<file path="config.mk">
export PLATFORM = sky130hd
export DESIGN_NAME = eeprom_wr_flat
export DESIGN_NICKNAME = d
export VERILOG_FILES = /design/src/rtl/eeprom_pkg.sv /design/src/rtl/i2c_cmd_if.sv /design/src/rtl/eeprom_wr.sv /design/src/flat_wrapper.sv
export SDC_FILE = /design/constraint.sdc
export NUM_CORES = 1
export LEC_CHECK = 0
export BUFFER_PORTS_ARGS = -buffer_cell sky130_fd_sc_hd__buf_4
export CAP_MARGIN = 25
export CORE_MARGIN = 4
export CORE_UTILIZATION = 30
export CTS_BUF_LIST = sky130_fd_sc_hd__clkbuf_2
export CTS_CLUSTER_DIAMETER = 50
export DETAILED_ROUTE_END_ITERATION = 10
export GPL_ROUTABILITY_DRIVEN = 1
export SYNTH_ARGS = -nofsm -noshare
export SYNTH_HDL_FRONTEND = slang
export SYNTH_SLANG_ARGS = --single-unit
</file>
<file path="constraint.sdc">
create_clock -name clk -period 5 [get_ports clk]
set_input_delay 1.25 -clock clk [delete_from_list [all_inputs] [get_ports clk]]
set_output_delay 1.25 -clock clk [all_outputs]
set_load 0.01 [all_outputs]
</file>
<file path="src/rtl/eeprom_pkg.sv">
package eeprom_pkg;

  // 24c16 style part: 3 block bits on the bus, 8 word bits in the address byte
  localparam int EEPROM_ADDR_W = 11;

  localparam logic [3:0] EEPROM_DEV_TYPE = 4'b1010;

  // commands from the sequencer to the bit engine
  typedef enum logic [2:0] {
    cmd_start     = 3'd0,
    cmd_restart   = 3'd1,
    cmd_write     = 3'd2,  // 8 bits out, slave ack in
    cmd_read_nack = 3'd3,  // 8 bits in, master nack out
    cmd_stop      = 3'd4
  } bus_cmd_e;

  // first byte after a start
  typedef union packed {
    logic [7:0] raw;       // shifted out msb first
    struct packed {
      logic [3:0] dev_type;
      logic [2:0] block;   // addr[10:8]
      logic       rw;      // 1 = read
    } fields;
  } ctrl_byte_u;

endpackage
</file>
<file path="src/rtl/i2c_cmd_if.sv">
`timescale 1ns/10ps

interface i2c_cmd_if import eeprom_pkg::*; ();

  logic       cmd_valid;
  bus_cmd_e   cmd;
  logic [7:0] tx_byte;

  logic       cmd_ready;   // engine idle
  logic       done;        // one cycle at end of command
  logic [7:0] rx_byte;
  logic       slave_nack;  // ack bit of the last write was high

  modport sequencer (
    output cmd_valid,
    output cmd,
    output tx_byte,
    input  cmd_ready,
    input  done,
    input  rx_byte,
    input  slave_nack
  );

  modport engine (
    input  cmd_valid,
    input  cmd,
    input  tx_byte,
    output cmd_ready,
    output done,
    output rx_byte,
    output slave_nack
  );

endinterface

</file>
<file path="src/rtl/eeprom_wr.sv">
`timescale 1ns/10ps

module eeprom_wr import eeprom_pkg::*; (
  input  logic                     clk,
  input  logic                     reset,
  input  logic                     wr,
  input  logic                     rd,
  input  logic [EEPROM_ADDR_W-1:0] addr,
  input  logic [7:0]               wdata,
  output logic [7:0]               rdata,
  output logic                     ack,
  output logic                     nack,
  i2c_cmd_if.sequencer             cmd
);

  // one hot main states
  localparam logic [9:0] idle        = 10'b00_0000_0001;
  localparam logic [9:0] write_start = 10'b00_0000_0010;
  localparam logic [9:0] ctrl_write  = 10'b00_0000_0100;
  localparam logic [9:0] addr_write  = 10'b00_0000_1000;
  localparam logic [9:0] data_write  = 10'b00_0001_0000;
  localparam logic [9:0] read_start  = 10'b00_0010_0000;
  localparam logic [9:0] ctrl_read   = 10'b00_0100_0000;
  localparam logic [9:0] data_read   = 10'b00_1000_0000;
  localparam logic [9:0] stop        = 10'b01_0000_0000;
  localparam logic [9:0] ackn        = 10'b10_0000_0000;

  logic [9:0]               state;
  logic [9:0]               nxt;
  logic [EEPROM_ADDR_W-1:0] addr_q;
  logic [7:0]               wdata_q;
  logic                     is_read;
  ctrl_byte_u               ctrl;

  always_comb begin
    ctrl.fields.dev_type = EEPROM_DEV_TYPE;
    ctrl.fields.block    = addr_q[EEPROM_ADDR_W-1 -: 3];
    ctrl.fields.rw       = (state == ctrl_read);
  end

  // command and byte follow the state, so they hold until transfer
  always_comb begin
    cmd.cmd     = cmd_write;
    cmd.tx_byte = ctrl.raw;
    case (state)
      write_start: cmd.cmd = cmd_start;
      read_start:  cmd.cmd = cmd_restart;
      addr_write:  cmd.tx_byte = addr_q[7:0];
      data_write:  cmd.tx_byte = wdata_q;
      data_read:   cmd.cmd = cmd_read_nack;
      stop:        cmd.cmd = cmd_stop;
      default: ;
    endcase
  end

  always_comb begin
    nxt = state;
    case (state)
      idle:        if (wr || rd) nxt = write_start;
      write_start: if (cmd.done) nxt = ctrl_write;
      ctrl_write:  if (cmd.done) nxt = cmd.slave_nack ? stop : addr_write;
      addr_write: begin
        if (cmd.done)
          nxt = cmd.slave_nack ? stop : (is_read ? read_start : data_write);
      end
      data_write:  if (cmd.done) nxt = stop;
      read_start:  if (cmd.done) nxt = ctrl_read;  // random read turns around here
      ctrl_read:   if (cmd.done) nxt = cmd.slave_nack ? stop : data_read;
      data_read:   if (cmd.done) nxt = stop;
      stop:        if (cmd.done) nxt = ackn;
      default:     nxt = idle;
    endcase
  end

  always_ff @(posedge clk) begin
    if (reset) begin
      state         <= idle;
      cmd.cmd_valid <= 1'b0;
      ack           <= 1'b0;
      nack          <= 1'b0;
      rdata         <= 8'h00;
      is_read       <= 1'b0;
    end else begin
      state <= nxt;
      ack   <= (nxt == ackn);
      if (cmd.cmd_valid && cmd.cmd_ready)
        cmd.cmd_valid <= 1'b0;
      if (nxt != state && nxt != ackn && nxt != idle)
        cmd.cmd_valid <= 1'b1;    // one command per state
      if (state == idle && (wr || rd)) begin
        is_read <= !wr;           // wr wins
        nack    <= 1'b0;
      end
      if (cmd.done && cmd.slave_nack)
        nack <= 1'b1;
      if (state == data_read && cmd.done)
        rdata <= cmd.rx_byte;
    end
  end

  always_ff @(posedge clk) begin
    if (state == idle) begin
      addr_q  <= addr;
      wdata_q <= wdata;
    end
  end

  a_ack_pulse: assert property (@(posedge clk) disable iff (reset) ack |=> !ack);

  // request held until the engine takes it
  a_cmd_hold: assert property (
    @(posedge clk) disable iff (reset)
      (cmd.cmd_valid && !cmd.cmd_ready)
      |=> (cmd.cmd_valid && $stable(cmd.cmd) && $stable(cmd.tx_byte))
  );

endmodule

</file>
<file path="src/flat_wrapper.sv">
// flat-port wrapper written by rule: the top's interface ports become plain ports
module eeprom_wr_flat import eeprom_pkg::*;
  (clk, reset, wr, rd, addr, wdata, rdata, ack, nack, cmd_cmd_valid, cmd_cmd, cmd_tx_byte, cmd_cmd_ready, cmd_done, cmd_rx_byte, cmd_slave_nack);
  i2c_cmd_if cmd_i ();
  input  logic clk;
  input  logic reset;
  input  logic wr;
  input  logic rd;
  input  logic [EEPROM_ADDR_W-1:0] addr;
  input  logic [7:0] wdata;
  output logic [7:0] rdata;
  output logic ack;
  output logic nack;
  output wire logic [$bits(cmd_i.cmd_valid)-1:0] cmd_cmd_valid;
  output wire logic [$bits(cmd_i.cmd)-1:0] cmd_cmd;
  output wire logic [$bits(cmd_i.tx_byte)-1:0] cmd_tx_byte;
  input wire logic [$bits(cmd_i.cmd_ready)-1:0] cmd_cmd_ready;
  input wire logic [$bits(cmd_i.done)-1:0] cmd_done;
  input wire logic [$bits(cmd_i.rx_byte)-1:0] cmd_rx_byte;
  input wire logic [$bits(cmd_i.slave_nack)-1:0] cmd_slave_nack;
  assign cmd_cmd_valid = cmd_i.cmd_valid;
  assign cmd_cmd = cmd_i.cmd;
  assign cmd_tx_byte = cmd_i.tx_byte;
  assign cmd_i.cmd_ready = cmd_cmd_ready;
  assign cmd_i.done = cmd_done;
  assign cmd_i.rx_byte = cmd_rx_byte;
  assign cmd_i.slave_nack = cmd_slave_nack;
  eeprom_wr u_core (.clk(clk), .reset(reset), .wr(wr), .rd(rd), .addr(addr), .wdata(wdata), .rdata(rdata), .ack(ack), .nack(nack), .cmd(cmd_i));
endmodule
</file>
==> metrics.md <==
| Metric | Value |
|---|---|
| Status | `finished clean` |
| H-tree Lvls | `2` |
| Setup_tns | `0 ns` |
| Most frequent cells in the layout | `buf_4, dfxtp_1, nand2_1, edfxtp_1` |
| CTS root buffer | `clkbuf_2` |
| Syn Nets | `222` |
| Critical Path RT | `3.75 ns` |
| Fin nets | `275` |
| Slew headroom | `65.56%` |
| Sw Share | `26.28%` |
| Worst Hold Class | `reg2reg` |
| Setup CP Type | `reg2out` |
| Iter 0 DRT Violations | `108` |
| Total chip power | `0.7194 mW` |
| Post-DRT Antenna Nets | `0` |
| Cell area after layout | `0.002474 mm2` |
| Total number of vias | `1611` |
| Worst Setup EP | `cmd_tx_byte[7]` |
| Residual DRC | `0` |
| Post-synth top flop | `dfxtp_1` |
| Antenna cells | `0` |
| Period minus WS final | `4.297 ns` |
| Clock power frac | `27.8%` |
| Largest net degree at the start of global routing | `25` |
| MaxCap Viol Count | `0` |
| Synthesis warning total | `0` |
| Worst-Margin Slew | `0.5166 ns` |
| Place WS | `1.143 ns` |
| TritonCTS clock tree | `yes` |
| Vias/cell | `5.082` |
| Pint | `0.5304 mW` |
| Routability Congestion | `0.8542` |
| Post-synth EDFFs | `19` |
| Arrival time at the worst endpoint | `3.05 ns` |
| Final Util | `40.58%` |
| Cell count after placement | `309` |
| CTS Buf Count | `5` |
| Final-report hold violation count | `0` |
| Placed Area | `0.002405 mm2` |
| Peak Freq | `0.2327 GHz` |
| Period utilization | `85.93%` |
| Post-CTS Setup Bufs | `0` |
| Final setup margin | `0.7033 ns` |
| Comb pwr share | `16.4%` |
| Ys async rst share | `0%` |
| Reg2reg start | `u_core.state[6]` |
| Crit path launch type | `flip-flop` |
| Initial antenna violation count | `0` |
| First-pass DRT Iterations | `4` |
| Post-synthesis sequential area ratio | `52.37%` |
| CP startpoint | `u_core.state[4]` |
| Die width | `88.22 um` |
| Synthesized flop and latch total | `41` |
| First-pass GRT wire length | `7596 um` |
| Crit Path Max Fanout | `9` |
| Post-cts sizing count | `0` |
| Leak | `0.9650 nW` |
| GRT Total Usage | `12.52%` |
| Die footprint | `0.007783 mm2` |
| Avg Inst Size Synth | `10.27 um2` |
| Hold Slack | `0.4704 ns` |
| Port Buffers | `55` |
| Row count | `28` |
| Vias in the first global route | `1560` |
| Core area | `0.006096 mm2` |
| Max-slew violations | `0` |
| Worst R2R End | `u_core.cmd.cmd_valid` |
| Commonest non-fill, non-tap cell in the layout | `buf_4` |
| Synth Cell Area | `0.001931 mm2` |
| Grt ovf | `0` |
| Final WL | `4660 um` |
| Share of cells above drive strength 1 | `33.88%` |
| Peak supply drop | `0.1367 mV` |
| CP endpoint kind | `output pin` |
| Initial core utilization | `31.67%` |
| DR WL/cell | `14.70 um` |
| DP HPWL | `3397 um` |
| Area Growth Syn to Fin | `28.13%` |
| Worst reg-to-reg path cell count | `6` |
| Post-synthesis cell type count | `51` |
| Layout fillers | `629` |
| Synthesized instance count | `188` |
| Sw Pwr | `0.1891 mW` |
| Reg power frac | `55.8%` |
| Sink Count | `41` |
| CTS Buffer Depth | `2` |
| Hold buffers post-CTS | `0` |
| Reg2Reg Setup Slack | `2.28 ns` |
| Setup-failing EPs final | `0` |
| RSZ-0062 raised after global routing | `false` |
| Fin cells | `317` |
| Clk slew on worst S/H paths | `0.23 ns` |
| Clock Skew | `0.02711 ns` |
| Ports | `56` |
| Die Span Y | `88.22 um` |
| Clock Latency Late Sink | `0.41 ns` |
| Pwr per Cell Area | `290.8 mW/mm2` |
-- registers in the layout, indices dropped and copies added, names as in the netlist --
register and flops:
u_core.is_read 1, u_core.nack 1, u_core.rdata 8, u_core.state 10, u_core.ack 1, u_core.wdata_q 8
u_core.cmd.cmd_valid 1, u_core.addr_q 11
-- area by class of cell --
type | count | area, um2 | area share, %
Clock buffer | 5 | 25.02 | 1.012
Clock inverter | 3 | 43.79 | 1.770
Inverter | 3 | 11.26 | 0.4552
Multi-Input combinational cell | 132 | 853.3 | 34.50
Sequential cell | 41 | 1011 | 40.87
Tap cell | 75 | 93.84 | 3.794
Timing Repair Buffer | 58 | 435.4 | 17.60
-- power by group through the flow --
stage	Sequential, mW	Clock (mW)	Combinational (mW)
floorplan	0.406	0	0.0684
global placement	0.408	0	0.118
detailed placement	0.409	0	0.119
CTS	0.402	0.208	0.119
global route	0.406	0.222	0.130
finish	0.402	0.200	0.118
-- routing by layer --
metal / vias to the layer above / GRT usage [%] / share of wire (%)
met4: 0 / 4.121 / 1.8
li1: 805 / - / -
met2: 40 / 20.05 / 50
met1: 758 / 16.41 / 44
met5: - / 0 / 0
met3: 8 / 3.445 / 4.8
-- worst max-delay path, stage by stage (launching register included) --
cell	delay, ns
dfxtp_1	0.42
or4_4	0.56
or4_4	0.47
nor2_1	0.41
buf_4	0.23
nor2_1	0.09
a221o_1	0.30
buf_4	0.14
-- worst min-delay path by stage --
stage / startpoint / end / slack [ns] / depth (start not counted)
2_1_floorplan: u_core.rdata[0] / u_core.rdata[0] / 0.48 / 2
3_3_place_gp: u_core.rdata[1] / u_core.rdata[1] / 0.44 / 2
3_5_place_dp: u_core.rdata[1] / u_core.rdata[1] / 0.45 / 2
4_1_cts: u_core.rdata[3] / u_core.rdata[3] / 0.48 / 2
5_1_grt: u_core.rdata[2] / u_core.rdata[2] / 0.49 / 2
6_report: u_core.rdata[2] / u_core.rdata[2] / 0.47 / 2
-- Yosys cell counts, types with 2 or more instances --
cell type	n	share of area, %
dfxtp_1	22	23
edfxtp_1	19	30
nand2_1	19	3.7
a21oi_1	14	3.6
nor2_1	14	2.7
nand3_1	8	2.1
nor3_1	8	2.1
nor2b_1	7	2.3
a22oi_1	6	2.3
clkbuf_1	5	0.97
o21ai_0	5	1.3
buf_2	4	1.0
inv_1	3	0.58
nor4_1	3	0.97
or3_2	3	1.2
or4_4	3	1.7
xnor2_1	3	1.4
a211oi_1	2	0.78
a221o_1	2	1.0
a22o_1	2	0.91
a311oi_1	2	0.91
and2_1	2	0.65
nand2b_1	2	0.65
or2_2	2	0.65
or4_1	2	0.78
-- cells by family after synthesis --
family | count (synthesis) | synth area share [%]
muxes | 1 | 0.5185
DFF | 41 | 52.37
xor gates and xnor gates | 4 | 1.815
AOI/OAI and AO/OA | 41 | 14.84
buffers and inverters | 15 | 3.759
and+or+nand+nor | 86 | 26.70
(Power assumes the default switching activity.)
